[config.mk]
export PLATFORM = sky130hd
export DESIGN_NAME = mem_agu_flat
export DESIGN_NICKNAME = d
export VERILOG_FILES = /design/src/source/rv_isa_pkg.sv /design/src/source/exec_pkg.sv /design/src/source/exec_bus_if.sv /design/src/source/mem_agu.sv /design/src/flat_wrapper.sv
export SDC_FILE = /design/constraint.sdc
export NUM_CORES = 1
export LEC_CHECK = 0
export ABC_AREA = 1
export BUFFER_PORTS_ARGS = -buffer_cell sky130_fd_sc_hd__buf_2
export CORE_AREA = 2 2 128 130
export DETAILED_ROUTE_END_ITERATION = 16
export DIE_AREA = 0 0 130 132
export GPL_TIMING_DRIVEN = 0
export PLACE_DENSITY = 0.73
export SLEW_MARGIN = 25
export SYNTH_ARGS = -nofsm -noshare
export SYNTH_HDL_FRONTEND = slang
export SYNTH_SLANG_ARGS = --single-unit
[constraint.sdc]
create_clock -name vclk -period 3.08
set_input_delay 0.154 -clock vclk [all_inputs]
set_output_delay 0.154 -clock vclk [all_outputs]
set_load 0.01 [all_outputs]
[src/source/rv_isa_pkg.sv]
// RV64 instruction-set constants and register/address types, imported by decode and datapaths
`default_nettype none

package rv_isa_pkg;

    typedef logic [63:0] xlen_t;     // register value
    typedef logic [31:0] word_t;     // W-form operand and instruction word
    typedef logic [63:0] addr_t;     // pc and memory address
    typedef logic [4:0]  reg_idx_t;
    typedef logic [6:0]  opcode_t;
    typedef logic [2:0]  funct3_t;
    typedef logic [6:0]  funct7_t;

    // major opcodes
    localparam opcode_t OP_IMM    = 7'b0010011;
    localparam opcode_t OP_IMM_32 = 7'b0011011;
    localparam opcode_t OP        = 7'b0110011;
    localparam opcode_t OP_32     = 7'b0111011;
    localparam opcode_t LUI       = 7'b0110111;
    localparam opcode_t AUIPC     = 7'b0010111;
    localparam opcode_t JAL       = 7'b1101111;
    localparam opcode_t JALR      = 7'b1100111;
    localparam opcode_t BRANCH    = 7'b1100011;
    localparam opcode_t LOAD      = 7'b0000011;
    localparam opcode_t STORE     = 7'b0100011;
    localparam opcode_t SYSTEM    = 7'b1110011;

    // integer functions
    localparam funct3_t F3_ADD_SUB = 3'b000;
    localparam funct3_t F3_SLL     = 3'b001;
    localparam funct3_t F3_SLT     = 3'b010;
    localparam funct3_t F3_SLTU    = 3'b011;
    localparam funct3_t F3_XOR     = 3'b100;
    localparam funct3_t F3_SRL_SRA = 3'b101;
    localparam funct3_t F3_OR      = 3'b110;
    localparam funct3_t F3_AND     = 3'b111;
    localparam funct3_t F3_MUL     = 3'b000;

    // branch conditions
    localparam funct3_t F3_BEQ  = 3'b000;
    localparam funct3_t F3_BNE  = 3'b001;
    localparam funct3_t F3_BLT  = 3'b100;
    localparam funct3_t F3_BGE  = 3'b101;
    localparam funct3_t F3_BLTU = 3'b110;
    localparam funct3_t F3_BGEU = 3'b111;

    // loads and stores, low two bits give the size
    localparam funct3_t F3_LB  = 3'b000;
    localparam funct3_t F3_LH  = 3'b001;
    localparam funct3_t F3_LW  = 3'b010;
    localparam funct3_t F3_LD  = 3'b011;
    localparam funct3_t F3_LBU = 3'b100;
    localparam funct3_t F3_LHU = 3'b101;
    localparam funct3_t F3_LWU = 3'b110;
    localparam funct3_t F3_SB  = 3'b000;
    localparam funct3_t F3_SH  = 3'b001;
    localparam funct3_t F3_SW  = 3'b010;
    localparam funct3_t F3_SD  = 3'b011;

    localparam funct7_t F7_BASE   = 7'b0000000;
    localparam funct7_t F7_ALT    = 7'b0100000;  // sub and arithmetic shifts
    localparam funct7_t F7_MULDIV = 7'b0000001;

endpackage

`default_nettype wire

[src/source/exec_pkg.sv]
// execute-stage internal encodings shared by the control block and the datapath units
`default_nettype none

package exec_pkg;

    typedef logic [3:0] alu_op_t;
    typedef logic [1:0] mem_size_t;
    typedef logic [1:0] res_sel_t;

    localparam alu_op_t ALU_ADD    = 4'd0;
    localparam alu_op_t ALU_SUB    = 4'd1;
    localparam alu_op_t ALU_SLL    = 4'd2;
    localparam alu_op_t ALU_SLT    = 4'd3;
    localparam alu_op_t ALU_SLTU   = 4'd4;
    localparam alu_op_t ALU_XOR    = 4'd5;
    localparam alu_op_t ALU_SRL    = 4'd6;
    localparam alu_op_t ALU_SRA    = 4'd7;
    localparam alu_op_t ALU_OR     = 4'd8;
    localparam alu_op_t ALU_AND    = 4'd9;
    localparam alu_op_t ALU_MUL    = 4'd10;
    localparam alu_op_t ALU_PASS_B = 4'd11;   // lui

    // matches funct3[1:0] of loads and stores
    localparam mem_size_t SIZE_B = 2'd0;
    localparam mem_size_t SIZE_H = 2'd1;
    localparam mem_size_t SIZE_W = 2'd2;
    localparam mem_size_t SIZE_D = 2'd3;

    localparam res_sel_t RES_ALU  = 2'd0;
    localparam res_sel_t RES_LINK = 2'd1;
    localparam res_sel_t RES_NONE = 2'd2;   // no write-back

endpackage

`default_nettype wire

[src/source/exec_bus_if.sv]
// operand and result bundle between the execute control block and its datapath units
`default_nettype none

interface exec_bus_if;
    import rv_isa_pkg::*;
    import exec_pkg::*;

    // driven by control
    xlen_t   rs1_val;
    xlen_t   rs2_val;
    xlen_t   imm;
    addr_t   pc;
    funct3_t funct3;
    alu_op_t alu_op;
    logic    use_imm;
    logic    use_pc;     // auipc takes pc as operand a
    logic    word_op;
    logic    jalr;

    // driven by the datapath units
    xlen_t     alu_result;
    logic      br_taken;
    addr_t     br_target;
    xlen_t     link_val;
    addr_t     mem_addr;
    xlen_t     store_data;
    mem_size_t mem_size;

    modport ctrl (
        output rs1_val, rs2_val, imm, pc, funct3, alu_op, use_imm, use_pc, word_op, jalr,
        input  alu_result, br_taken, br_target, link_val, mem_addr, store_data, mem_size
    );

    modport alu (
        input  rs1_val, rs2_val, imm, pc, alu_op, use_imm, use_pc, word_op,
        output alu_result
    );

    modport br (
        input  rs1_val, rs2_val, imm, pc, funct3, jalr,
        output br_taken, br_target, link_val
    );

    modport agu (
        input  rs1_val, rs2_val, imm, funct3,
        output mem_addr, store_data, mem_size
    );

endinterface

`default_nettype wire

[src/source/mem_agu.sv]
// combinational load/store address generation and store-data sizing for the execute stage
`default_nettype none

module mem_agu (
    exec_bus_if.agu bus
);
    import rv_isa_pkg::*;
    import exec_pkg::*;

    mem_size_t size;

    assign size         = mem_size_t'(bus.funct3[1:0]);  // unsigned loads share the size bits
    assign bus.mem_size = size;
    assign bus.mem_addr = bus.rs1_val + bus.imm;

    // zero-extended, upper bytes cleared
    always_comb begin
        case (size)
            SIZE_B:  bus.store_data = xlen_t'(bus.rs2_val[7:0]);
            SIZE_H:  bus.store_data = xlen_t'(bus.rs2_val[15:0]);
            SIZE_W:  bus.store_data = xlen_t'(bus.rs2_val[31:0]);
            SIZE_D:  bus.store_data = bus.rs2_val;
            default: bus.store_data = bus.rs2_val;
        endcase
    end

endmodule

`default_nettype wire

[src/flat_wrapper.sv]
// flat-port wrapper written by rule: the top's interface ports become plain ports
module mem_agu_flat import rv_isa_pkg::*; import exec_pkg::*;
  (bus_rs1_val, bus_rs2_val, bus_imm, bus_funct3, bus_mem_addr, bus_store_data, bus_mem_size);
  exec_bus_if bus_i ();
  input wire logic [$bits(bus_i.rs1_val)-1:0] bus_rs1_val;
  input wire logic [$bits(bus_i.rs2_val)-1:0] bus_rs2_val;
  input wire logic [$bits(bus_i.imm)-1:0] bus_imm;
  input wire logic [$bits(bus_i.funct3)-1:0] bus_funct3;
  output wire logic [$bits(bus_i.mem_addr)-1:0] bus_mem_addr;
  output wire logic [$bits(bus_i.store_data)-1:0] bus_store_data;
  output wire logic [$bits(bus_i.mem_size)-1:0] bus_mem_size;
  assign bus_i.rs1_val = bus_rs1_val;
  assign bus_i.rs2_val = bus_rs2_val;
  assign bus_i.imm = bus_imm;
  assign bus_i.funct3 = bus_funct3;
  assign bus_mem_addr = bus_i.mem_addr;
  assign bus_store_data = bus_i.store_data;
  assign bus_mem_size = bus_i.mem_size;
  mem_agu u_core (.bus(bus_i));
endmodule
Word level (Yosys, flattened, before mapping):

Index checks and enable logic that the tools add are counted.

* register bits: 0
* bits of input ports: 195
* output and inout bits: 130

* $add $sub $neg: 1
* equal/unequal tests: 3
* multiplexer cells: 1
* reduce and logical (&&, ||, !) cells: 1

Operators by type and width (count)
* $pmux W64 S4: 1
* $add A64 B64 Y64: 1
* $eq A2 B2 Y1 const B: 2
* $eq A2 B1 Y1 const B: 1
* $logic_not A2 Y1: 1

Logic depth before layout (Yosys ltp):

* depth in word-level cells: 2
* mapped depth: 14

Worst setup path before layout:

No wires, ideal clock.

* path type: input-to-output
* start: input bus_imm[0]
* end: output bus_mem_addr[60]
* arrival time: 1.613 ns
* data required time: 2.926 ns
* path slack: 1.313 ns
* cell stages on the path: 14
* path buffers: 0
* cell sequence: ha_1 fa_1 nand3_1 nand3_2 nand2_1 nand2_2 nand2_1 nand2_1 nand2_1 nand2_2 nand2_1 nand2_1 nand2_1 nand2_1

* longest elaborated chain between the ends: 1

Ends and longest elaborated chain
* start: declaration: line flat_wrapper.sv:7 `input wire logic [$bits(bus_i.imm)-1:0] bus_imm;`
* $add A64 B64 Y64: line mem_agu.sv:14 `assign bus.mem_addr = bus.rs1_val + bus.imm;`
* end: declaration: line flat_wrapper.sv:9 `output wire logic [$bits(bus_i.mem_addr)-1:0] bus_mem_addr;`

Every way passes these cells.

Worst setup path after layout:

* start: input bus_imm[0]
* end: output bus_mem_addr[46]

Same word-level chain as after synthesis.

==> impl_metrics.json <==
{
  "clockPowerShare_pct": 0,
  "route.detailed.drc": 0,
  "finalHoldViolations": 0,
  "period_minus_slack_ns": 2.41,
  "yosys.area.top_type": "nand2_1",
  "ff_latch_area_um2": 0,
  "ys_warn_count": 0,
  "fp.dieW_um": 130,
  "critical-path-top-delay-family": "simple AND/OR/NAND/NOR gates",
  "grt_pass1_vias": 8324,
  "timing.critical_path.buf_inv": 2,
  "postRouteAntennaNets": 0,
  "route.top_layer_used": "met4",
  "post_cts.repair.setup_buffers": 0,
  "finalSetupTns_ns": 0,
  "io_buffers": 315,
  "worst_path_max_delay_cell": "fa_1",
  "worst_ep_required_time_ns": 2.93,
  "core_um2": 15700,
  "dp_hpwl_um": 25600,
  "final_util_pct": 52.9,
  "nClkBuffers": 0,
  "cp_cell_sequence": "buf_2, ha_1, fa_1, nand3_1, nand3_2, nand2_1, nand2_1, nand2_1, nand2_1, nand2_1, nand2_2, nand2_1, nand2_1, nand2_1, nand2_1, buf_2",
  "cp.arrival_ns": 2.26,
  "row_count": 46,
  "setup_viol": 0,
  "endpoint_kind": "output pin",
  "grt_usage_pct": 31.2,
  "ios": 325,
  "p_per_area_nw_per_um2": 201,
  "initial_utilization_pct": 41.2,
  "comb_power_share_pct": 100.0,
  "wl_met1_um": 11500,
  "seq_area_frac_synth_pct": 0,
  "drv_cap": 0,
  "postCtsHoldBufs": 0,
  "tightest_slew_ns": 0.553,
  "switching_share_pct": 63.8,
  "layout-drive-gt1-share_pct": 22.1,
  "grt_max_degree": 11,
  "hold_class": "in -> out",
  "startpoint_type": "input port",
  "synth_top_area_share_pct": 35.5,
  "status": "complete, no violations",
  "ir_drop_uv": 106,
  "cpMostUsedCell": "nand2_1",
  "num_vias": 9088,
  "drv_slew": 0,
  "synth_nets": 1673,
  "wl_met3_um": 2010,
  "first_pass_iters": 5,
  "finalInstanceArea_um2": 8320,
  "fmax_ghz": 0.414,
  "initialDrtViolationCount": 570,
  "wl_met2_um": 13500,
  "wire_per_inst_um": 14.4,
  "vias_per_cell": 4.67,
  "power_frac_seq_pct": 0,
  "nFlopsAndLatches": 0,
  "power_leakage_nw": 6.09,
  "syn_avg_cell_area_um2": 4.57,
  "grt.overflow.total": 0,
  "die-height_um": 132,
  "slew_headroom_pct": 63.0,
  "die_area_um2": 17200,
  "antenna_found_initial": 1,
  "synth_area_um2": 6470,
  "synth.distinct_cells": 23,
  "ctsResizeCount": 0,
  "cpPeakStageDelay_ns": 0.47,
  "finalWeightedCongestion": 1.06,
  "drt_wl_total_um": 27900,
  "worstSetupPathType": "in -> out",
  "synth_cells": 1414,
  "p_int_mw": 0.605,
  "layout.nets": 1990,
  "rsz0062_at_grt": "no",
  "cp_max_fo": 4,
  "timing.final.crit_share_pct": 78.4,
  "switchingPower_mw": 1.07,
  "post_dp_cell_area_um2": 8310,
  "grt_pass1_wl_um": 41900,
  "synth_area_leaders": "nand2_1 (35%), inv_1 (22%), ha_1 (12%)",
  "area_growth_pct": 28.6
}
-- final timing paths --
kind / from / to / slack [ns] / cells past startpoint
max: bus_imm[0] / bus_mem_addr[46] / 0.67 / 16
min: bus_rs2_val[3] / bus_store_data[3] / 0.49 / 2
-- power groups by stage --
stage | clock network (mW) | logic (mW) | registers, mW
after floorplan | 0 | 1.01 | 0
after detailed placement | 0 | 1.65 | 0
after CTS | 0 | 1.66 | 0
after global placement | 0 | 1.64 | 0
final | 0.0000000434 | 1.67 | 0
after global routing | 0.0000000434 | 1.85 | 0
-- per-layer routing --
| metal | vias up | global-route usage (%) |
|---|---|---|
| li1 | 4722 | - |
| met1 | 3970 | 38.1 |
| met2 | 347 | 57.5 |
| met3 | 49 | 2.84 |
| met4 | 0 | 8.18 |
| met5 | - | 0 |
-- cells in the final DEF (no fill, tap or decap), drive strengths merged, types with 5 or more instances in the layout --
| cell | instances |
|---|---|
| nand2 | 635 |
| inv | 375 |
| buf | 325 |
| nor2 | 161 |
| ha | 63 |
| nand3 | 58 |
| a21oi | 40 |
| xor2 | 31 |
| nor3 | 14 |
| nand4 | 13 |
| clkbuf | 5 |
-- cells in the mapped netlist (all sizes together) --
library cell  number
nor2             161
ha                63
inv              375
a21oi             40
o21ai              2
nand2            635
fa                 1
o21bai             3
nor4               2
nand3             58
clkbuf             5
buf               10
nand4             13
xor2              31
nor3              14
xnor2              1
-- per-stage QoR --
| stage | total power, mW | setup WS, ns | hold slack [ns] | instances |
|---|---|---|---|---|
| after global routing | 1.85 | 0.569 | 0.498 | 1946 |
| final | 1.67 | 0.666 | 0.492 | 1946 |
| after global placement | 1.64 | 0.747 | 0.493 | 1945 |
| after CTS | 1.66 | 0.725 | 0.494 | 1945 |
| after floorplan | 1.01 | 1.31 | 0.395 | 1414 |
| after detailed placement | 1.65 | 0.728 | 0.494 | 1945 |
-- logic make-up after synthesis --
group	synth area share [%]
buf+inv	23.2
fa+ha+maj	12.5
simple gates	56.3
compound gates	3.60
xor+xnor	4.33
-- area by class of cell --
| type | instances | area, µm² |
|---|---|---|
| tap | 216 | 270 |
| timing repair buffer | 315 | 1580 |
| multi-input combinational | 1024 | 4960 |
| inverter | 375 | 1410 |
| buffer | 15 | 93.8 |
| antenna | 1 | 2.50 |
| fill | 1832 | 7400 |
Power figures use the tool's default switching activity.
