===== config.mk =====
export PLATFORM = sky130hd
export DESIGN_NAME = branch_unit_flat
export DESIGN_NICKNAME = d
export VERILOG_FILES = /design/src/source/rv_isa_pkg.sv /design/src/source/exec_pkg.sv /design/src/source/exec_bus_if.sv /design/src/source/branch_unit.sv /design/src/flat_wrapper.sv
export SDC_FILE = /design/constraint.sdc
export NUM_CORES = 1
export LEC_CHECK = 0
export BUFFER_PORTS_ARGS = -buffer_cell sky130_fd_sc_hd__buf_2
export CAP_MARGIN = 10
export CORE_AREA = 2 2 152 154
export DETAILED_ROUTE_END_ITERATION = 10
export DIE_AREA = 0 0 154 156
export GPL_ROUTABILITY_DRIVEN = 0
export PLACE_DENSITY_LB_ADDON = 0.3
export SETUP_SLACK_MARGIN = 0.1
export SYNTH_ARGS = -nofsm -noshare
export SYNTH_HDL_FRONTEND = slang
export SYNTH_SLANG_ARGS = --single-unit

===== constraint.sdc =====
create_clock -name vclk -period 9.3
set_input_delay 0.465 -clock vclk [all_inputs]
set_output_delay 0.465 -clock vclk [all_outputs]
set_load 0.03 [all_outputs]

===== src/source/rv_isa_pkg.sv =====
// RV64 instruction-set constants and register/address types, imported by decode and datapaths
`default_nettype none

package rv_isa_pkg;

    typedef logic [63:0] xlen_t;     // register value
    typedef logic [31:0] word_t;     // W-form operand and instruction word
    typedef logic [63:0] addr_t;     // pc and memory address
    typedef logic [4:0]  reg_idx_t;
    typedef logic [6:0]  opcode_t;
    typedef logic [2:0]  funct3_t;
    typedef logic [6:0]  funct7_t;

    // major opcodes
    localparam opcode_t OP_IMM    = 7'b0010011;
    localparam opcode_t OP_IMM_32 = 7'b0011011;
    localparam opcode_t OP        = 7'b0110011;
    localparam opcode_t OP_32     = 7'b0111011;
    localparam opcode_t LUI       = 7'b0110111;
    localparam opcode_t AUIPC     = 7'b0010111;
    localparam opcode_t JAL       = 7'b1101111;
    localparam opcode_t JALR      = 7'b1100111;
    localparam opcode_t BRANCH    = 7'b1100011;
    localparam opcode_t LOAD      = 7'b0000011;
    localparam opcode_t STORE     = 7'b0100011;
    localparam opcode_t SYSTEM    = 7'b1110011;

    // integer functions
    localparam funct3_t F3_ADD_SUB = 3'b000;
    localparam funct3_t F3_SLL     = 3'b001;
    localparam funct3_t F3_SLT     = 3'b010;
    localparam funct3_t F3_SLTU    = 3'b011;
    localparam funct3_t F3_XOR     = 3'b100;
    localparam funct3_t F3_SRL_SRA = 3'b101;
    localparam funct3_t F3_OR      = 3'b110;
    localparam funct3_t F3_AND     = 3'b111;
    localparam funct3_t F3_MUL     = 3'b000;

    // branch conditions
    localparam funct3_t F3_BEQ  = 3'b000;
    localparam funct3_t F3_BNE  = 3'b001;
    localparam funct3_t F3_BLT  = 3'b100;
    localparam funct3_t F3_BGE  = 3'b101;
    localparam funct3_t F3_BLTU = 3'b110;
    localparam funct3_t F3_BGEU = 3'b111;

    // loads and stores, low two bits give the size
    localparam funct3_t F3_LB  = 3'b000;
    localparam funct3_t F3_LH  = 3'b001;
    localparam funct3_t F3_LW  = 3'b010;
    localparam funct3_t F3_LD  = 3'b011;
    localparam funct3_t F3_LBU = 3'b100;
    localparam funct3_t F3_LHU = 3'b101;
    localparam funct3_t F3_LWU = 3'b110;
    localparam funct3_t F3_SB  = 3'b000;
    localparam funct3_t F3_SH  = 3'b001;
    localparam funct3_t F3_SW  = 3'b010;
    localparam funct3_t F3_SD  = 3'b011;

    localparam funct7_t F7_BASE   = 7'b0000000;
    localparam funct7_t F7_ALT    = 7'b0100000;  // sub and arithmetic shifts
    localparam funct7_t F7_MULDIV = 7'b0000001;

endpackage

`default_nettype wire


===== src/source/exec_pkg.sv =====
// execute-stage internal encodings shared by the control block and the datapath units
`default_nettype none

package exec_pkg;

    typedef logic [3:0] alu_op_t;
    typedef logic [1:0] mem_size_t;
    typedef logic [1:0] res_sel_t;

    localparam alu_op_t ALU_ADD    = 4'd0;
    localparam alu_op_t ALU_SUB    = 4'd1;
    localparam alu_op_t ALU_SLL    = 4'd2;
    localparam alu_op_t ALU_SLT    = 4'd3;
    localparam alu_op_t ALU_SLTU   = 4'd4;
    localparam alu_op_t ALU_XOR    = 4'd5;
    localparam alu_op_t ALU_SRL    = 4'd6;
    localparam alu_op_t ALU_SRA    = 4'd7;
    localparam alu_op_t ALU_OR     = 4'd8;
    localparam alu_op_t ALU_AND    = 4'd9;
    localparam alu_op_t ALU_MUL    = 4'd10;
    localparam alu_op_t ALU_PASS_B = 4'd11;   // lui

    // matches funct3[1:0] of loads and stores
    localparam mem_size_t SIZE_B = 2'd0;
    localparam mem_size_t SIZE_H = 2'd1;
    localparam mem_size_t SIZE_W = 2'd2;
    localparam mem_size_t SIZE_D = 2'd3;

    localparam res_sel_t RES_ALU  = 2'd0;
    localparam res_sel_t RES_LINK = 2'd1;
    localparam res_sel_t RES_NONE = 2'd2;   // no write-back

endpackage

`default_nettype wire


===== src/source/exec_bus_if.sv =====
// operand and result bundle between the execute control block and its datapath units
`default_nettype none

interface exec_bus_if;
    import rv_isa_pkg::*;
    import exec_pkg::*;

    // driven by control
    xlen_t   rs1_val;
    xlen_t   rs2_val;
    xlen_t   imm;
    addr_t   pc;
    funct3_t funct3;
    alu_op_t alu_op;
    logic    use_imm;
    logic    use_pc;     // auipc takes pc as operand a
    logic    word_op;
    logic    jalr;

    // driven by the datapath units
    xlen_t     alu_result;
    logic      br_taken;
    addr_t     br_target;
    xlen_t     link_val;
    addr_t     mem_addr;
    xlen_t     store_data;
    mem_size_t mem_size;

    modport ctrl (
        output rs1_val, rs2_val, imm, pc, funct3, alu_op, use_imm, use_pc, word_op, jalr,
        input  alu_result, br_taken, br_target, link_val, mem_addr, store_data, mem_size
    );

    modport alu (
        input  rs1_val, rs2_val, imm, pc, alu_op, use_imm, use_pc, word_op,
        output alu_result
    );

    modport br (
        input  rs1_val, rs2_val, imm, pc, funct3, jalr,
        output br_taken, br_target, link_val
    );

    modport agu (
        input  rs1_val, rs2_val, imm, funct3,
        output mem_addr, store_data, mem_size
    );

endinterface

`default_nettype wire


===== src/source/branch_unit.sv =====
// combinational branch compare, jump and branch target and link value for the execute stage
`default_nettype none

module branch_unit (
    exec_bus_if.br bus
);
    import rv_isa_pkg::*;

    addr_t base;
    addr_t sum;

    always_comb begin
        case (bus.funct3)
            F3_BEQ:  bus.br_taken = (bus.rs1_val == bus.rs2_val);
            F3_BNE:  bus.br_taken = (bus.rs1_val != bus.rs2_val);
            F3_BLT:  bus.br_taken = ($signed(bus.rs1_val) < $signed(bus.rs2_val));
            F3_BGE:  bus.br_taken = ($signed(bus.rs1_val) >= $signed(bus.rs2_val));
            F3_BLTU: bus.br_taken = (bus.rs1_val < bus.rs2_val);
            F3_BGEU: bus.br_taken = (bus.rs1_val >= bus.rs2_val);
            default: bus.br_taken = 1'b0;
        endcase
    end

    assign base = bus.jalr ? bus.rs1_val : bus.pc;
    assign sum  = base + bus.imm;

    // jalr drops bit 0 of the sum
    assign bus.br_target = bus.jalr ? {sum[63:1], 1'b0} : sum;
    assign bus.link_val  = bus.pc + 64'd4;

endmodule

`default_nettype wire


===== src/flat_wrapper.sv =====
// flat-port wrapper written by rule: the top's interface ports become plain ports
module branch_unit_flat import rv_isa_pkg::*;
  (bus_rs1_val, bus_rs2_val, bus_imm, bus_pc, bus_funct3, bus_jalr, bus_br_taken, bus_br_target, bus_link_val);
  exec_bus_if bus_i ();
  input wire logic [$bits(bus_i.rs1_val)-1:0] bus_rs1_val;
  input wire logic [$bits(bus_i.rs2_val)-1:0] bus_rs2_val;
  input wire logic [$bits(bus_i.imm)-1:0] bus_imm;
  input wire logic [$bits(bus_i.pc)-1:0] bus_pc;
  input wire logic [$bits(bus_i.funct3)-1:0] bus_funct3;
  input wire logic [$bits(bus_i.jalr)-1:0] bus_jalr;
  output wire logic [$bits(bus_i.br_taken)-1:0] bus_br_taken;
  output wire logic [$bits(bus_i.br_target)-1:0] bus_br_target;
  output wire logic [$bits(bus_i.link_val)-1:0] bus_link_val;
  assign bus_i.rs1_val = bus_rs1_val;
  assign bus_i.rs2_val = bus_rs2_val;
  assign bus_i.imm = bus_imm;
  assign bus_i.pc = bus_pc;
  assign bus_i.funct3 = bus_funct3;
  assign bus_i.jalr = bus_jalr;
  assign bus_br_taken = bus_i.br_taken;
  assign bus_br_target = bus_i.br_target;
  assign bus_link_val = bus_i.link_val;
  branch_unit u_core (.bus(bus_i));
endmodule

Word-level counts from Yosys, hierarchy flattened
Cells that the tools add are included.

Latch bits: 0. Memory bits (read-only): 0. Register bits after elaboration: 0. Memories kept: 0. Output and inout bits: 129. Bits in writable memories: 0. Input port bits: 260. Logic and storage cells: 17.

Equality and inequality tests: 7. Mux-type cells: 3. $add $sub $neg: 2. Divide/modulo/power cells: 0. Reductions and logical operators: 1. $lt $le $gt $ge: 4. Shifts and indexed selects: 0. $mul: 0. Bitwise logic cells: 0.

Operators by type and width (number): greater-or-equal comparator 64 bit (2); < comparator 64 bit (2); adder 64 x 3 -> 64 bit, second input constant (1); adder 64 bit (1); equality test 64 bit (1); two-way mux 64 bit (1); inequality test 64 bit (1); equality test 3 bit, second input constant (4); case mux 1 bit (6 select lines) (1); equality test 3 x 1 -> 1 bit, second input constant (1); logical NOT 3 bit (1); two-way mux 1 bit (1).

Longest topological paths before layout
Gate-level depths: netlist of run 1.

Word-level depth: 3. Depth in mapped cells: 16. Depth with buffers taken out: 14.

Worst setup path before layout of run 1
Ideal clock, no wire load.

Path kind: input-to-output. Start point: in bus_jalr. End point: out bus_br_target[60]. Data required time: 8.835 ns. Stages on the path: 16. Arrival: 4.060 ns. Path slack: 4.775 ns. Path buffers: 2. Cells stage by stage: clkbuf_1 -> clkbuf_1 -> mux2_2 -> ha_1 -> inv_1 -> fa_1 -> nor2b_1 -> o2111ai_1 -> nand3_1 -> a31oi_2 -> o31ai_4 -> a31oi_4 -> o31a_4 -> o311ai_4 -> a311oi_2 -> xnor2_1.

Word-level cells in the longest chain between the ends: 2.

RTL lines: start, declared (RTL line flat_wrapper.sv:10) `input wire logic [$bits(bus_i.jalr)-1:0] bus_jalr;`; two-way mux 64 bit (RTL line branch_unit.sv:24) `assign base = bus.jalr ? bus.rs1_val : bus.pc;`; adder 64 bit (RTL line branch_unit.sv:25) `assign sum = base + bus.imm;`; end, declared (RTL line flat_wrapper.sv:12) `output wire logic [$bits(bus_i.br_target)-1:0] bus_br_target;`.

No other way between the ends.

Worst setup path in the final report of run 1
Start point: in bus_jalr. End point: out bus_br_target[57].

The elaborated chain is that of the path after synthesis.

==> metrics, run 1 <==
Worst setup EP type=output pin; RSZ-0062 raised after global routing=false; layout cell share with drive strength beyond 1=0.352; Fin. Hold Viols=0; post-DR wirelength/cell=16.4 um; Post-Syn Nets=1,385; FMAX=193 MHz; I/O pin count=389; Final Max Tran Viols=0; Power Dens Cells=90.4 nW/um2; met2 wire length=12,800 um; WP data required=8.84 ns; initial DRC count=458; initial antenna violation count=2; # hold bufs at CTS=0; DR vias=8,546; vias in the first global route=8,323; status=complete, no violations; drt pass-1 iters=5; port buffer count=389; final critical-path share of the clock period=0.556; seq_cells=0; PostCTS Resize Cnt=0; global-route usage over all layers=0.212; hold path depth=2; Yosys cell types=72; Die Ht=156 um; largest net degree at the start of global routing=71; Die X-Extent=154 um; relative slew slack=0.396; routed wire length=27,000 um; yosys warns=0; fin nets=1,748; vias per cell=5.20; Tmin final=5.17 ns; # clk buffers=0; first-pass GRT wire length=41,900 um; Comb pwr share=1.000; initial core utilization=0.319; crit start category=input port; Clock power frac=0; # Max-Cap Violations=0; placed cell count=1,642; Synth Cell Area=7140 um2; area delta synth->final=30.7%; post-CTS setup buffers=0; WL met3=1610 um; Worst Hold Class=in -> out; Sw Share=0.641; Leak Pwr=4.94 nW; Worst Tran Pin Value=0.906 ns; cell-internal power=303 uW; Sum Neg Setup Slack=0 ns; drt drc=0; Register Area=0 um2; post-synthesis cell count=996; Top Layer Used=met4; Seq/Total Area, Yosys=0; post-DP HPWL=24,300 um; GRT overflow=0; die area=24,000 um2; critical path fanouts, max=70; antenna viol nets, final=0; synthesized area per cell=7.17 um2; Sequential Power Share=0; Critical Path AT=4.70 ns; final setup fails=0; VDD IR max=0.0492 mV; sw power=542 uW; WS Path Type=in -> out; core area=22,400 um2; wl on met1=11,800 um; non-filler instance count after layout=1,645; row count=55
## through the flow
stage	hold WS (ns)	area (um2)	setup slack (ns)	util	power (mW)
after floorplan	1.05	7140	4.77	-	0.574
after global routing	1.20	9330	3.81	0.417	0.917
after detailed placement	1.20	9330	4.14	0.417	0.841
final	1.20	9330	4.13	0.417	0.844
after global placement	1.20	9330	4.18	0.417	0.840
after CTS	1.20	9330	4.11	0.417	0.846
## layout by cell type, fill, tap and decap left out, drive strengths merged, types with 5 or more instances in the layout
cell / Yosys / routed
a21o: 50 / 50
nor3: 15 / 15
nor2b: 18 / 18
and4: 6 / 6
nand3: 30 / 30
a31oi: 7 / 7
o21bai: 15 / 15
a221oi: 5 / 5
or3: 5 / 5
buf: 9 / 391
nand2: 93 / 93
o21ai: 46 / 46
and3: 17 / 17
ha: 128 / 128
nor2: 61 / 61
inv: 87 / 87
xnor2: 80 / 80
xor2: 42 / 42
a211oi: 6 / 6
and2: 5 / 5
mux2: 57 / 57
nand4: 33 / 33
a21oi: 94 / 94
o31ai: 7 / 7
o21a: 11 / 11
## synth_stat cells, types with 30 or more instances
library cell	n	area (um2)
a21o_1	50	375
a21oi_1	91	455
ha_1	128	1600
inv_1	86	323
mux2_2	57	642
nand2_1	93	349
nand3_1	30	150
nand4_1	32	200
nor2_1	59	221
o21ai_0	41	205
xnor2_1	80	701
xor2_1	42	368
## per-layer routing
metal  global-route usage  up-vias
met2                0.381      313
met5                    0        -
li1                     -     4316
met4               0.0507        0
met3               0.0244       40
met1                0.269     3877
## worst paths after layout
check	from	endpoint	slack, ns
hold / removal	bus_pc[0]	bus_link_val[0]	1.20
setup / recovery	bus_jalr	bus_br_target[57]	4.13
## power groups by stage
stage | combinational (mW) | clock (mW) | sequential [mW]
after floorplan | 0.574 | 0 | 0
after global placement | 0.840 | 0 | 0
after detailed placement | 0.841 | 0 | 0
after CTS | 0.846 | 0 | 0
after global routing | 0.917 | 0.0000000144 | 0
final | 0.844 | 0.0000000432 | 0
## cells by family (layout without fill, tap and decap cells)
| family | after synthesis | in the layout | share of synthesized area |
|---|---|---|---|
| other | 0 | 3 | 0 |
| AOI/OAI and AO/OA | 269 | 269 | 0.258 |
| adders and majority gates | 129 | 129 | 0.227 |
| muxes | 60 | 60 | 0.0941 |
| buffers and inverters | 117 | 478 | 0.0646 |
| xor gates and xnor gates | 122 | 122 | 0.150 |
| and+or+nand+nor | 299 | 299 | 0.207 |
## critical path: stages
cell and delay (ns):
buf_2 0.08, buf_4 0.68, mux2_2 0.42, ha_1 0.47
nand4_2 0.17, or3_1 0.39, and3_1 0.23, o31a_1 0.40
o31ai_4 0.47, a21oi_2 0.12, a21oi_2 0.28, a21boi_1 0.12
xnor2_1 0.16, buf_2 0.22
## area by class of cell
| cell class | instances | area [um2] |
|---|---|---|
| Inverter | 87 | 327 |
| Multi-Input combinational cell | 879 | 6680 |
| Antenna cell | 3 | 7.51 |
| Timing Repair Buffer | 391 | 1960 |
| Tap cell | 285 | 357 |
| Fill cell | 2410 | 13000 |
No activity file was read; power rests on OpenSTA's default activity.
==> run 2: changes to the inputs <==
--- a/config.mk
+++ b/config.mk
@@ -7,9 +7,9 @@
 export LEC_CHECK = 0
 export BUFFER_PORTS_ARGS = -buffer_cell sky130_fd_sc_hd__buf_2
 export CAP_MARGIN = 10
-export CORE_AREA = 2 2 152 154
+export CORE_AREA = 2 2 149 151
 export DETAILED_ROUTE_END_ITERATION = 10
-export DIE_AREA = 0 0 154 156
+export DIE_AREA = 0 0 151 153
 export GPL_ROUTABILITY_DRIVEN = 0
 export PLACE_DENSITY_LB_ADDON = 0.3
 export SETUP_SLACK_MARGIN = 0.1
==> constraint.sdc (replaced) <==
create_clock -name vclk -period 5.4
set_input_delay 0.27 -clock vclk [all_inputs]
set_output_delay 0.27 -clock vclk [all_outputs]
set_load 0.03 [all_outputs]
==> run 2 against run 1 <==
Net effect:
- critical path depth up 1
- largest cell class unchanged
- via count down 0.97%
- sequential share of layout area unchanged
- count of clock-buffer cells in the layout unchanged
- first-iteration DRC count down 22%
- routed wire length up 1.0%
- global-route usage up 0.63 points
- combinational power up 73%
- die area down 3.8%
- core utilization up 1.7 points
- final area about the same
==> metrics, run 2 (synthesis gave the netlist of run 1 again) <==
Sequential Power Share=0; Register Area=0 um2; DR vias=8,463; Worst Path Buf+Inv=4; seq_cells=0; post-DP HPWL=24,500 um; Tot Pwr=1.46 mW; routed wire length=27,300 um; antenna viol nets, final=0; I/O pin count=389; gr busiest metal=met2; critical path's top delay family=buffers and inverters; WP data required=5.13 ns; initial core utilization=0.332; Worst Tran Pin Value=0.662 ns; die area=23,100 um2; Clock power frac=0; vias per cell=5.16; Tmin final=4.70 ns; RSZ-0062 raised after global routing=false; commonest non-fill, non-tap cells in the layout=buf_2, ha_1, nand2_1, a21oi_1, inv_1; CP max stage delay=0.45 ns; Fin. Hold Viols=0; critical path fanouts, max=25; crit start category=input port; Critical Path AT=4.43 ns; post-DR wirelength/cell=16.6 um; final setup fails=0; cell-internal power=522 uW; relative slew slack=0.556; WS Path Type=in -> out; GRT overflow=0; GR Util met3=0.0200; initial antenna violation count=2; status=complete, no violations; FMAX=213 MHz; # hold bufs at CTS=0; Die Ht=153 um; Power Dens Cells=156 nW/um2; # Max-Cap Violations=0; drt drc=0; layout cell share with drive strength beyond 1=0.352; commonest non-fill, non-tap cell in the layout=buf_2; port buffer count=389; Comb pwr share=1.000; # clk buffers=0; worst slack, placed=0.735 ns; largest net degree at the start of global routing=26; initial DRC count=357; Sum Neg Setup Slack=0 ns; minimum hold slack=0.810 ns; Die X-Extent=151 um; Leak Pwr=4.94 nW; core area=21,500 um2; drt pass-1 iters=5; M1 GR Usage=0.273; VDD IR max=0.0969 mV; vias in the first global route=8,087; Worst setup EP type=output pin; post-CTS setup buffers=0; PostCTS Resize Cnt=0; Final Max Tran Viols=0; row count=54; fin nets=1,748; Worst Hold Class=in -> out; met2 usage=0.406; global-route usage over all layers=0.218; Sw Share=0.642; final worst slack=0.699 ns; worst-path cell chain=buf_2 > buf_4 > buf_4 > mux2_2 > ha_1 > nand4_1 > or3_1 > nor2_1 > and3_1 > a32oi_1 > a21oi_1 > a41o_1 > a21oi_1 > xnor2_1 > buf_2; area delta synth->final=30.5%; critical path's slowest cell=buf_2; final critical-path share of the clock period=0.871; sw power=937 uW; first-pass GRT wire length=41,300 um
run 2: changes by cell type in the layout (fill, tap and decap cells not counted):
cell / delta
diode_2: -1
run 2: final timing paths:
check	start	to	slack [ns]	depth (start not counted)
worst min-delay path	bus_pc[0]	bus_link_val[0]	0.81	2
worst max-delay path	bus_jalr	bus_br_target[58]	0.70	15
run 2: routing by layer:
metal,vias to the layer above,wire length (um)
met2,303,13400
met1,3813,11700
met3,30,1630
met4,0,524
met5,-,0
li1,4317,-
run 2: power groups by stage:
stage | logic, mW | registers (mW) | clock network, mW
after floorplan | 0.988 | 0 | 0
after global placement | 1.45 | 0 | 0
after detailed placement | 1.45 | 0 | 0
after CTS | 1.46 | 0 | 0
after global routing | 1.58 | 0 | 0.0000000248
final | 1.46 | 0 | 0.0000000496
run 2: metrics by stage:
step / cell area, um2 / utilization / instances
floorplan: 7140 / - / 996
global placement: 9320 / 0.434 / 1637
detailed placement: 9320 / 0.434 / 1637
CTS: 9320 / 0.434 / 1637
global route: 9320 / 0.434 / 1638
finish: 9330 / 0.434 / 1639
run 2: area by class of cell:
type	count	area [um2]
Fill cell	2286	12200
Multi-Input combinational cell	879	6680
Timing Repair Buffer	391	1960
Tap cell	280	350
Inverter	87	327
Antenna cell	2	5.00
