### src/source/rv_isa_pkg.sv
// RV64 instruction-set constants and register/address types, imported by decode and datapaths
`default_nettype none

package rv_isa_pkg;

    typedef logic [63:0] xlen_t;     // register value
    typedef logic [31:0] word_t;     // W-form operand and instruction word
    typedef logic [63:0] addr_t;     // pc and memory address
    typedef logic [4:0]  reg_idx_t;
    typedef logic [6:0]  opcode_t;
    typedef logic [2:0]  funct3_t;
    typedef logic [6:0]  funct7_t;

    // major opcodes
    localparam opcode_t OP_IMM    = 7'b0010011;
    localparam opcode_t OP_IMM_32 = 7'b0011011;
    localparam opcode_t OP        = 7'b0110011;
    localparam opcode_t OP_32     = 7'b0111011;
    localparam opcode_t LUI       = 7'b0110111;
    localparam opcode_t AUIPC     = 7'b0010111;
    localparam opcode_t JAL       = 7'b1101111;
    localparam opcode_t JALR      = 7'b1100111;
    localparam opcode_t BRANCH    = 7'b1100011;
    localparam opcode_t LOAD      = 7'b0000011;
    localparam opcode_t STORE     = 7'b0100011;
    localparam opcode_t SYSTEM    = 7'b1110011;

    // integer functions
    localparam funct3_t F3_ADD_SUB = 3'b000;
    localparam funct3_t F3_SLL     = 3'b001;
    localparam funct3_t F3_SLT     = 3'b010;
    localparam funct3_t F3_SLTU    = 3'b011;
    localparam funct3_t F3_XOR     = 3'b100;
    localparam funct3_t F3_SRL_SRA = 3'b101;
    localparam funct3_t F3_OR      = 3'b110;
    localparam funct3_t F3_AND     = 3'b111;
    localparam funct3_t F3_MUL     = 3'b000;

    // branch conditions
    localparam funct3_t F3_BEQ  = 3'b000;
    localparam funct3_t F3_BNE  = 3'b001;
    localparam funct3_t F3_BLT  = 3'b100;
    localparam funct3_t F3_BGE  = 3'b101;
    localparam funct3_t F3_BLTU = 3'b110;
    localparam funct3_t F3_BGEU = 3'b111;

    // loads and stores, low two bits give the size
    localparam funct3_t F3_LB  = 3'b000;
    localparam funct3_t F3_LH  = 3'b001;
    localparam funct3_t F3_LW  = 3'b010;
    localparam funct3_t F3_LD  = 3'b011;
    localparam funct3_t F3_LBU = 3'b100;
    localparam funct3_t F3_LHU = 3'b101;
    localparam funct3_t F3_LWU = 3'b110;
    localparam funct3_t F3_SB  = 3'b000;
    localparam funct3_t F3_SH  = 3'b001;
    localparam funct3_t F3_SW  = 3'b010;
    localparam funct3_t F3_SD  = 3'b011;

    localparam funct7_t F7_BASE   = 7'b0000000;
    localparam funct7_t F7_ALT    = 7'b0100000;  // sub and arithmetic shifts
    localparam funct7_t F7_MULDIV = 7'b0000001;

endpackage

`default_nettype wire

### src/source/exec_pkg.sv
// execute-stage internal encodings shared by the control block and the datapath units
`default_nettype none

package exec_pkg;

    typedef logic [3:0] alu_op_t;
    typedef logic [1:0] mem_size_t;
    typedef logic [1:0] res_sel_t;

    localparam alu_op_t ALU_ADD    = 4'd0;
    localparam alu_op_t ALU_SUB    = 4'd1;
    localparam alu_op_t ALU_SLL    = 4'd2;
    localparam alu_op_t ALU_SLT    = 4'd3;
    localparam alu_op_t ALU_SLTU   = 4'd4;
    localparam alu_op_t ALU_XOR    = 4'd5;
    localparam alu_op_t ALU_SRL    = 4'd6;
    localparam alu_op_t ALU_SRA    = 4'd7;
    localparam alu_op_t ALU_OR     = 4'd8;
    localparam alu_op_t ALU_AND    = 4'd9;
    localparam alu_op_t ALU_MUL    = 4'd10;
    localparam alu_op_t ALU_PASS_B = 4'd11;   // lui

    // matches funct3[1:0] of loads and stores
    localparam mem_size_t SIZE_B = 2'd0;
    localparam mem_size_t SIZE_H = 2'd1;
    localparam mem_size_t SIZE_W = 2'd2;
    localparam mem_size_t SIZE_D = 2'd3;

    localparam res_sel_t RES_ALU  = 2'd0;
    localparam res_sel_t RES_LINK = 2'd1;
    localparam res_sel_t RES_NONE = 2'd2;   // no write-back

endpackage

`default_nettype wire

### src/source/exec_bus_if.sv
// operand and result bundle between the execute control block and its datapath units
`default_nettype none

interface exec_bus_if;
    import rv_isa_pkg::*;
    import exec_pkg::*;

    // driven by control
    xlen_t   rs1_val;
    xlen_t   rs2_val;
    xlen_t   imm;
    addr_t   pc;
    funct3_t funct3;
    alu_op_t alu_op;
    logic    use_imm;
    logic    use_pc;     // auipc takes pc as operand a
    logic    word_op;
    logic    jalr;

    // driven by the datapath units
    xlen_t     alu_result;
    logic      br_taken;
    addr_t     br_target;
    xlen_t     link_val;
    addr_t     mem_addr;
    xlen_t     store_data;
    mem_size_t mem_size;

    modport ctrl (
        output rs1_val, rs2_val, imm, pc, funct3, alu_op, use_imm, use_pc, word_op, jalr,
        input  alu_result, br_taken, br_target, link_val, mem_addr, store_data, mem_size
    );

    modport alu (
        input  rs1_val, rs2_val, imm, pc, alu_op, use_imm, use_pc, word_op,
        output alu_result
    );

    modport br (
        input  rs1_val, rs2_val, imm, pc, funct3, jalr,
        output br_taken, br_target, link_val
    );

    modport agu (
        input  rs1_val, rs2_val, imm, funct3,
        output mem_addr, store_data, mem_size
    );

endinterface

`default_nettype wire

### src/source/exec_control.sv
// decodes the instruction word, steers the datapath units and registers every stage output
`default_nettype none

module exec_control (
    input  wire logic               clk,
    input  wire logic               reset,
    input  wire logic               i_valid,
    input  wire logic               i_flush,
    input  wire rv_isa_pkg::word_t  i_inst,
    input  wire rv_isa_pkg::addr_t  i_pc,
    input  wire rv_isa_pkg::xlen_t  i_rs1_value,
    input  wire rv_isa_pkg::xlen_t  i_rs2_value,
    exec_bus_if.ctrl                bus,
    output logic                    o_wr_en,
    output rv_isa_pkg::reg_idx_t    o_rd,
    output rv_isa_pkg::xlen_t       o_result,
    output logic                    o_load,
    output logic                    o_store,
    output rv_isa_pkg::addr_t       o_mem_addr,
    output rv_isa_pkg::xlen_t       o_store_data,
    output exec_pkg::mem_size_t     o_mem_size,
    output logic                    o_jmp,
    output rv_isa_pkg::addr_t       o_jmp_target,
    output logic                    o_ecall,
    output rv_isa_pkg::addr_t       o_pc
);
    import rv_isa_pkg::*;
    import exec_pkg::*;

    opcode_t  opcode;
    reg_idx_t rd;
    funct3_t  funct3;
    funct7_t  funct7;
    xlen_t    imm_i, imm_s, imm_b, imm_u, imm_j;
    xlen_t    imm;
    alu_op_t  alu_op;
    res_sel_t res_sel;
    logic     use_imm, use_pc, word_op, jalr;
    logic     is_load, is_store, is_jump, is_branch, is_ecall;
    logic     alt_imm, w_legal;
    logic     fire, wr_d, jmp_d;

    function automatic alu_op_t funct_to_op(input funct3_t f3, input logic alt);
        case (f3)
            F3_ADD_SUB: funct_to_op = alt ? ALU_SUB : ALU_ADD;
            F3_SLL:     funct_to_op = ALU_SLL;
            F3_SLT:     funct_to_op = ALU_SLT;
            F3_SLTU:    funct_to_op = ALU_SLTU;
            F3_XOR:     funct_to_op = ALU_XOR;
            F3_SRL_SRA: funct_to_op = alt ? ALU_SRA : ALU_SRL;
            F3_OR:      funct_to_op = ALU_OR;
            default:    funct_to_op = ALU_AND;
        endcase
    endfunction

    assign opcode = i_inst[6:0];
    assign rd     = i_inst[11:7];
    assign funct3 = i_inst[14:12];
    assign funct7 = i_inst[31:25];

    assign imm_i = {{52{i_inst[31]}}, i_inst[31:20]};
    assign imm_s = {{52{i_inst[31]}}, i_inst[31:25], i_inst[11:7]};
    assign imm_b = {{51{i_inst[31]}}, i_inst[31], i_inst[7], i_inst[30:25], i_inst[11:8], 1'b0};
    assign imm_u = {{32{i_inst[31]}}, i_inst[31:12], 12'b0};
    assign imm_j = {{43{i_inst[31]}}, i_inst[31], i_inst[19:12], i_inst[20], i_inst[30:21], 1'b0};

    // immediate forms only see the alt bit on right shifts
    assign alt_imm = (funct3 == F3_SRL_SRA) && funct7[5];
    assign w_legal = (funct3 == F3_ADD_SUB) || (funct3 == F3_SLL) || (funct3 == F3_SRL_SRA);

    always_comb begin
        alu_op    = ALU_ADD;
        res_sel   = RES_NONE;
        imm       = imm_i;
        use_imm   = 1'b0;
        use_pc    = 1'b0;
        word_op   = 1'b0;
        jalr      = 1'b0;
        is_load   = 1'b0;
        is_store  = 1'b0;
        is_jump   = 1'b0;
        is_branch = 1'b0;
        is_ecall  = 1'b0;
        case (opcode)
            OP_IMM: begin
                use_imm = 1'b1;
                alu_op  = funct_to_op(funct3, alt_imm);
                res_sel = RES_ALU;
            end
            OP_IMM_32: begin
                use_imm = 1'b1;
                word_op = 1'b1;
                alu_op  = funct_to_op(funct3, alt_imm);
                res_sel = w_legal ? RES_ALU : RES_NONE;
            end
            OP, OP_32: begin
                word_op = (opcode == OP_32);
                if (funct7 == F7_MULDIV) begin
                    alu_op  = ALU_MUL;
                    res_sel = (funct3 == F3_MUL) ? RES_ALU : RES_NONE;   // div/rem/mulh dropped
                end else if (funct7 == F7_BASE || funct7 == F7_ALT) begin
                    alu_op  = funct_to_op(funct3, funct7 == F7_ALT);
                    res_sel = (opcode == OP || w_legal) ? RES_ALU : RES_NONE;
                end
            end
            LUI: begin
                imm     = imm_u;
                use_imm = 1'b1;
                alu_op  = ALU_PASS_B;
                res_sel = RES_ALU;
            end
            AUIPC: begin
                imm     = imm_u;
                use_imm = 1'b1;
                use_pc  = 1'b1;
                res_sel = RES_ALU;
            end
            JAL: begin
                imm     = imm_j;
                is_jump = 1'b1;
                res_sel = RES_LINK;
            end
            JALR: begin
                jalr    = 1'b1;
                is_jump = 1'b1;
                res_sel = RES_LINK;
            end
            BRANCH: begin
                imm       = imm_b;
                is_branch = 1'b1;
            end
            LOAD: begin
                use_imm = 1'b1;   // result carries the address, rd goes on to memory
                is_load = 1'b1;
                res_sel = RES_ALU;
            end
            STORE: begin
                imm      = imm_s;
                is_store = 1'b1;
            end
            SYSTEM: is_ecall = (funct3 == 3'b000) && (imm_i == '0);
            default: ;   // unknown opcode, no-op
        endcase
    end

    assign bus.rs1_val = i_rs1_value;
    assign bus.rs2_val = i_rs2_value;
    assign bus.imm     = imm;
    assign bus.pc      = i_pc;
    assign bus.funct3  = funct3;
    assign bus.alu_op  = alu_op;
    assign bus.use_imm = use_imm;
    assign bus.use_pc  = use_pc;
    assign bus.word_op = word_op;
    assign bus.jalr    = jalr;

    assign fire  = i_valid && !i_flush;
    assign wr_d  = fire && (res_sel != RES_NONE) && (rd != '0);   // x0 never written
    assign jmp_d = fire && (is_jump || (is_branch && bus.br_taken));

    always_ff @(posedge clk) begin
        if (reset) begin
            o_wr_en <= 1'b0;
            o_rd    <= '0;
            o_load  <= 1'b0;
            o_store <= 1'b0;
            o_jmp   <= 1'b0;
            o_ecall <= 1'b0;
            o_pc    <= '0;
        end else begin
            o_wr_en <= wr_d;
            o_rd    <= wr_d ? rd : '0;
            o_load  <= fire && is_load;
            o_store <= fire && is_store;
            o_jmp   <= jmp_d;
            o_ecall <= fire && is_ecall;
            o_pc    <= i_pc;
        end
    end

    always_ff @(posedge clk) begin
        o_result     <= (res_sel == RES_LINK) ? bus.link_val : bus.alu_result;
        o_mem_addr   <= bus.mem_addr;
        o_store_data <= bus.store_data;
        o_mem_size   <= bus.mem_size;
        o_jmp_target <= bus.br_target;
    end

endmodule

`default_nettype wire

### src/flat_wrapper.sv
// flat-port wrapper written by rule: the top's interface ports become plain ports
module exec_control_flat import rv_isa_pkg::*; import exec_pkg::*;
  (clk, reset, i_valid, i_flush, i_inst, i_pc, i_rs1_value, i_rs2_value, o_wr_en, o_rd, o_result, o_load, o_store, o_mem_addr, o_store_data, o_mem_size, o_jmp, o_jmp_target, o_ecall, o_pc, bus_rs1_val, bus_rs2_val, bus_imm, bus_pc, bus_funct3, bus_alu_op, bus_use_imm, bus_use_pc, bus_word_op, bus_jalr, bus_alu_result, bus_br_taken, bus_br_target, bus_link_val, bus_mem_addr, bus_store_data, bus_mem_size);
  exec_bus_if bus_i ();
  input  wire logic clk;
  input  wire logic reset;
  input  wire logic i_valid;
  input  wire logic i_flush;
  input  wire rv_isa_pkg::word_t i_inst;
  input  wire rv_isa_pkg::addr_t i_pc;
  input  wire rv_isa_pkg::xlen_t i_rs1_value;
  input  wire rv_isa_pkg::xlen_t i_rs2_value;
  output logic o_wr_en;
  output rv_isa_pkg::reg_idx_t o_rd;
  output rv_isa_pkg::xlen_t o_result;
  output logic o_load;
  output logic o_store;
  output rv_isa_pkg::addr_t o_mem_addr;
  output rv_isa_pkg::xlen_t o_store_data;
  output exec_pkg::mem_size_t o_mem_size;
  output logic o_jmp;
  output rv_isa_pkg::addr_t o_jmp_target;
  output logic o_ecall;
  output rv_isa_pkg::addr_t o_pc;
  output wire logic [$bits(bus_i.rs1_val)-1:0] bus_rs1_val;
  output wire logic [$bits(bus_i.rs2_val)-1:0] bus_rs2_val;
  output wire logic [$bits(bus_i.imm)-1:0] bus_imm;
  output wire logic [$bits(bus_i.pc)-1:0] bus_pc;
  output wire logic [$bits(bus_i.funct3)-1:0] bus_funct3;
  output wire logic [$bits(bus_i.alu_op)-1:0] bus_alu_op;
  output wire logic [$bits(bus_i.use_imm)-1:0] bus_use_imm;
  output wire logic [$bits(bus_i.use_pc)-1:0] bus_use_pc;
  output wire logic [$bits(bus_i.word_op)-1:0] bus_word_op;
  output wire logic [$bits(bus_i.jalr)-1:0] bus_jalr;
  input wire logic [$bits(bus_i.alu_result)-1:0] bus_alu_result;
  input wire logic [$bits(bus_i.br_taken)-1:0] bus_br_taken;
  input wire logic [$bits(bus_i.br_target)-1:0] bus_br_target;
  input wire logic [$bits(bus_i.link_val)-1:0] bus_link_val;
  input wire logic [$bits(bus_i.mem_addr)-1:0] bus_mem_addr;
  input wire logic [$bits(bus_i.store_data)-1:0] bus_store_data;
  input wire logic [$bits(bus_i.mem_size)-1:0] bus_mem_size;
  assign bus_rs1_val = bus_i.rs1_val;
  assign bus_rs2_val = bus_i.rs2_val;
  assign bus_imm = bus_i.imm;
  assign bus_pc = bus_i.pc;
  assign bus_funct3 = bus_i.funct3;
  assign bus_alu_op = bus_i.alu_op;
  assign bus_use_imm = bus_i.use_imm;
  assign bus_use_pc = bus_i.use_pc;
  assign bus_word_op = bus_i.word_op;
  assign bus_jalr = bus_i.jalr;
  assign bus_i.alu_result = bus_alu_result;
  assign bus_i.br_taken = bus_br_taken;
  assign bus_i.br_target = bus_br_target;
  assign bus_i.link_val = bus_link_val;
  assign bus_i.mem_addr = bus_mem_addr;
  assign bus_i.store_data = bus_store_data;
  assign bus_i.mem_size = bus_mem_size;
  exec_control u_core (.clk(clk), .reset(reset), .i_valid(i_valid), .i_flush(i_flush), .i_inst(i_inst), .i_pc(i_pc), .i_rs1_value(i_rs1_value), .i_rs2_value(i_rs2_value), .bus(bus_i), .o_wr_en(o_wr_en), .o_rd(o_rd), .o_result(o_result), .o_load(o_load), .o_store(o_store), .o_mem_addr(o_mem_addr), .o_store_data(o_store_data), .o_mem_size(o_mem_size), .o_jmp(o_jmp), .o_jmp_target(o_jmp_target), .o_ecall(o_ecall), .o_pc(o_pc));
endmodule
### config.mk
export PLATFORM = sky130hd
export DESIGN_NAME = exec_control_flat
export DESIGN_NICKNAME = d
export VERILOG_FILES = /design/src/source/rv_isa_pkg.sv /design/src/source/exec_pkg.sv /design/src/source/exec_bus_if.sv /design/src/source/exec_control.sv /design/src/flat_wrapper.sv
export SDC_FILE = /design/constraint.sdc
export NUM_CORES = 1
export LEC_CHECK = 0
export BUFFER_PORTS_ARGS = -buffer_cell sky130_fd_sc_hd__buf_2
export CORE_AREA = 10 10 443 445
export CTS_CLUSTER_DIAMETER = 150
export DETAILED_ROUTE_END_ITERATION = 16
export DIE_AREA = 0 0 453 455
export HOLD_SLACK_MARGIN = 0.08
export PLACE_DENSITY = 0.32
export SLEW_MARGIN = 0
export SYNTH_ARGS = -nofsm -noshare
export SYNTH_HDL_FRONTEND = slang
export SYNTH_SLANG_ARGS = --single-unit
### constraint.sdc
create_clock -name clk -period 3.6 [get_ports clk]
set_clock_uncertainty 0.15 [all_clocks]
set_input_delay 0.36 -clock clk [delete_from_list [all_inputs] [get_ports clk]]
set_output_delay 0.36 -clock clk [all_outputs]
set_load 0.01 [all_outputs]
## After elaboration in Yosys (flattened, before gate mapping)

Cells that the tools add are included.

- Bits in registers: 332

- Equal/unequal tests: 22
- Muxes and demuxes: 26
- Bitwise logic cells: 1
- Reduce and logical (&&, ||, !) cells: 27

Operators by type and width:

| operator | count |
|---|---|
| $pmux 31 s4 | 1 |
| $logic_not 64->1 | 1 |
| $mux 64 | 1 |
| $pmux 4 s7 | 2 |
| $eq 7x6->1 const B | 5 |
| $eq 7x7->1 const B | 4 |
| $eq 7x5->1 const B | 3 |
| $mux 1 | 12 |
| $pmux 4 s3 | 1 |
| $logic_and 1x1->1 | 10 |
| $mux 2 | 5 |
| $reduce_or 2->1 | 5 |
| $eq 3x3->1 const B | 3 |
| $mux 4 | 2 |
| $pmux 2 s4 | 1 |
| $eq 7x1->1 const B | 1 |
| $eq 7x2->1 const B | 1 |
| $logic_not 7->1 | 1 |
| $eq 3x2->1 const B | 2 |
| $logic_or 1x1->1 | 5 |
| $reduce_bool 5->1 | 1 |
| $reduce_or 5->1 | 1 |
| $reduce_or 4->1 | 1 |
| $eq 3x1->1 const B | 1 |
| 6 further kinds | 6 |

## Logic depth before layout (Yosys ltp)

- Word-level depth: 13
- Mapped depth: 7

## Worst setup path after synthesis

Ideal clock, no wire load.

- Path type: in2out
- Start point: in i_inst[29]
- End point: out bus_alu_op[1]
- Data arrival time: 1.516 ns
- Required time: 3.090 ns
- Slack: 1.574 ns
- Stages on the path: 4
- Path through: or4_4 nor3_4 a21oi_1 o21ai_0

- Word-level cells in the longest chain between the ends: 5

Ends and longest elaborated chain:

| item | line | RTL |
|---|---|---|
| from (decl) | flat_wrapper.sv:9 | `input wire rv_isa_pkg::word_t i_inst;` |
| $eq 7x6->1 or $logic_not 7->1 (tied branches) | exec_control.sv:101 | `end else if (funct7 == F7_BASE \|\| funct7 == F7_ALT) begin` |
| $logic_or 1x1->1 | exec_control.sv:101 |  |
| $mux 4 | exec_control.sv:101 |  |
| $mux 4 * | exec_control.sv:98 | `if (funct7 == F7_MULDIV) begin` |
| $pmux 4 s3 * | exec_control.sv:84 | `case (opcode)` |
| to (decl) | flat_wrapper.sv:30 | `output wire logic [$bits(bus_i.alu_op)-1:0] bus_alu_op;` |

Every way passes the cells marked *; elsewhere a longest branch is shown, timed or not.

## Worst setup path after layout

- Start point: in i_inst[6]
- End point: out bus_imm[21]

- Word-level cells in the longest chain between the ends: 3

Ends and longest elaborated chain:

| item | line | RTL |
|---|---|---|
| $eq 7x6->1 or $eq 7x5->1 (tied branches) | exec_control.sv:84 |  |
| $reduce_or 2->1 (no line) | n/a |  |
| $pmux 31 s4 * | exec_control.sv:84 |  |
| to (decl) | flat_wrapper.sv:27 | `output wire logic [$bits(bus_i.imm)-1:0] bus_imm;` |

Marked as above.

==> out/qor.csv <==
metric,value,unit
status,completed,
worst slew pin tran,0.780,ns
Starting Density,0.0556,
area grow syn2layout,110,%
"commonest non-fill, non-tap cell in the layout",buf_2,
static leakage,9.61,nW
"Seq/Total Area, Yosys",0.639,
GP Congestion,0.837,
post-CTS sizing,0,
vias per inst,2.39,
fmax,306,MHz
"Period Utilization, post-route",0.907,
final hold violations,0,
worst path required time,3.09,ns
Ports,1150,
most frequent cells in the layout,"buf_2 (892), dlygate4sd3_1 (408), dfxtp_1 (332)",
fin nets,2491,
CP Capture Type,primary output,
Syn Std Cell Area,0.0104,sq mm
global-route wire length before repair,135000,um
largest net degree at the start of global routing,67,
logic gate share of total power,0.152,
clock buffer depth,3,
CP Class,input pin to primary output,
Synth Register Bits,332,
die area,0.206,sq mm
min Tclk post-route,3.26,ns
clock group share of total power,0.460,
Critical Path Start,i_inst[6],
nature of the critical path startpoint,input pin,
CP arrival,2.75,ns
Avg Synthesized Cell Area,12.4,sq um
# Post-CTS Setup Buffers,0,
cell count after synthesis,836,
total iterations of the first detailed-routing run,4,
hpwl dp,98600,um
drt total wl,112000,um
unrepaired setup endpoints after global routing,no,
Setup-failing EPs final,0,
CTS tree,built,
core box area,0.187,sq mm
initial antenna violation count,42,
setup tns final,0,ns
syn nets,1387,
Max-cap violations,0,
cell row count,159,
power per cell area,465,mW/mm^2
Slew headroom,0.478,
Switching Share,0.285,
wire length per cell,25.1,um
htree depth,2,
synth unique cells,42,
die height,455,um
"EDFF count, synth",0,
maximum VDD drop,0.000335,V
CP endpoint,bus_imm[21],
vias in the first global route,11500,
Port Buffers,893,
detailed router's first-iteration violation count,736,
DRT antenna net count,0,
"Slew Viols, Final",0,
part of the power in registers,0.388,
Post-route DRC,0,
die width,453,um
ys flop type,dfxtp_1,
async set-reset flop share out of synthesis,0,
Sw Pwr,2.89,mW
GRT Total Usage,0.102,
final core utilization,0.117,
share of post-route cells with drive strength above 1,0.533,
vias post-DR,10700,
total CTS buffers,45,
Internal Power,7.27,mW
Synth Warn #,0,
CTS Hold Bufs,408,
worst min-delay path class,input pin to flop,
CTS sink count,332,
"Clk pin slew, worst setup/hold paths",0.06,ns
Clock Tree Root,clkbuf_16,
remaining global-route overflow,0,
crit-path max FO,21,
Fill cells,21500,
## cell families after synthesis
logic type             synth area share
flip-flops                        0.639
buffers and inverters             0.177
AO/OA/AOI/OAI                    0.0323
multiplexers                     0.0703
AND/OR/NAND/NOR                  0.0815
## layer usage
layer	GRT usage	vias up	wire (um)
met2	0.173	711	54400
met3	0.0718	169	17600
met4	0.0296	8	3250
met5	0.00528	-	189
li1	-	4699	-
met1	0.0995	5108	36600
## final cells by class
type	instances	area (sq um)	share of cell area
Clock buffer	62	1290	0.0590
Multi-Input combinational cell	249	1930	0.0882
Sequential cell	332	6650	0.304
Clock inverter	19	240	0.0110
Inverter	3	11.3	0.000515
Timing Repair Buffer	1309	8630	0.394
Antenna cell	3	7.51	0.000343
Tap cell	2495	3120	0.143
## synthesized netlist by cell type (2+ instances only)
| cell type | n | share of area |
|---|---|---|
| a211oi_2 | 2 | 0.0024 |
| a21o_1 | 20 | 0.014 |
| a21oi_1 | 3 | 0.0014 |
| a22o_1 | 4 | 0.0034 |
| a31oi_1 | 2 | 0.0012 |
| buf_2 | 7 | 0.0034 |
| buf_4 | 233 | 0.17 |
| clkbuf_1 | 11 | 0.0040 |
| dfxtp_1 | 332 | 0.64 |
| inv_1 | 3 | 0.0011 |
| mux2_2 | 65 | 0.070 |
| nand2_1 | 14 | 0.0051 |
| nand2b_1 | 5 | 0.0030 |
| nor2_1 | 10 | 0.0036 |
| nor2b_1 | 74 | 0.044 |
| nor3_1 | 10 | 0.0048 |
| nor3_2 | 2 | 0.0019 |
| nor4_1 | 6 | 0.0036 |
| o211ai_1 | 2 | 0.0014 |
| o21ai_0 | 5 | 0.0024 |
| or2_2 | 2 | 0.0012 |
| or4_1 | 4 | 0.0029 |
## registers in the layout (all words and copies together), names as in the netlist
name                 cells
u_core.o_wr_en           1
u_core.o_load            1
u_core.o_jmp_target     64
u_core.o_jmp             1
u_core.o_ecall           1
u_core.o_rd              5
u_core.o_store           1
u_core.o_mem_addr       64
u_core.o_result         64
u_core.o_mem_size        2
u_core.o_store_data     64
u_core.o_pc             64
## power by group through the flow
| stage | registers (mW) | clock network [mW] | logic, mW |
|---|---|---|---|
| floorplan | 4.11 | 0 | 0.398 |
| global placement | 4.02 | 0 | 1.22 |
| detailed placement | 4.02 | 0 | 1.21 |
| CTS | 3.95 | 4.94 | 1.61 |
| global route | 3.96 | 5.05 | 1.67 |
| finish | 3.94 | 4.68 | 1.54 |
## worst min-delay path by stage
stage                             startpoint  cells after the start                         endpoint
final                       bus_mem_addr[14]                      2    u_core.o_mem_addr[14]$_DFF_P_
after global routing        bus_mem_addr[14]                      2    u_core.o_mem_addr[14]$_DFF_P_
after CTS                  bus_br_target[20]                      2  u_core.o_jmp_target[20]$_DFF_P_
after detailed placement    bus_mem_addr[21]                      1    u_core.o_mem_addr[21]$_DFF_P_
after global placement    bus_store_data[10]                      1  u_core.o_store_data[10]$_DFF_P_
after floorplan             bus_br_target[0]                      0   u_core.o_jmp_target[0]$_DFF_P_
## critical path, cell delays in order
cell,delay (ns)
dlygate4sd3_1,0.65
buf_2,0.32
nand2b_1,0.21
nor3_2,0.06
buf_4,0.23
nor2_1,0.62
a21o_1,0.15
buf_2,0.13
## through the flow
stage	cells	area, sq um	hold WS (ns)	setup WS [ns]	total power, mW
floorplan	836	10400	0.238	1.57	4.50
global placement	3980	16300	0.313	0.893	5.24
detailed placement	3980	16300	0.314	0.897	5.23
CTS	4469	21900	0.101	0.163	10.5
global route	4472	21900	0.152	0.104	10.7
finish	4472	21900	0.193	0.335	10.2
No activity file was read; power rests on OpenSTA's default activity.
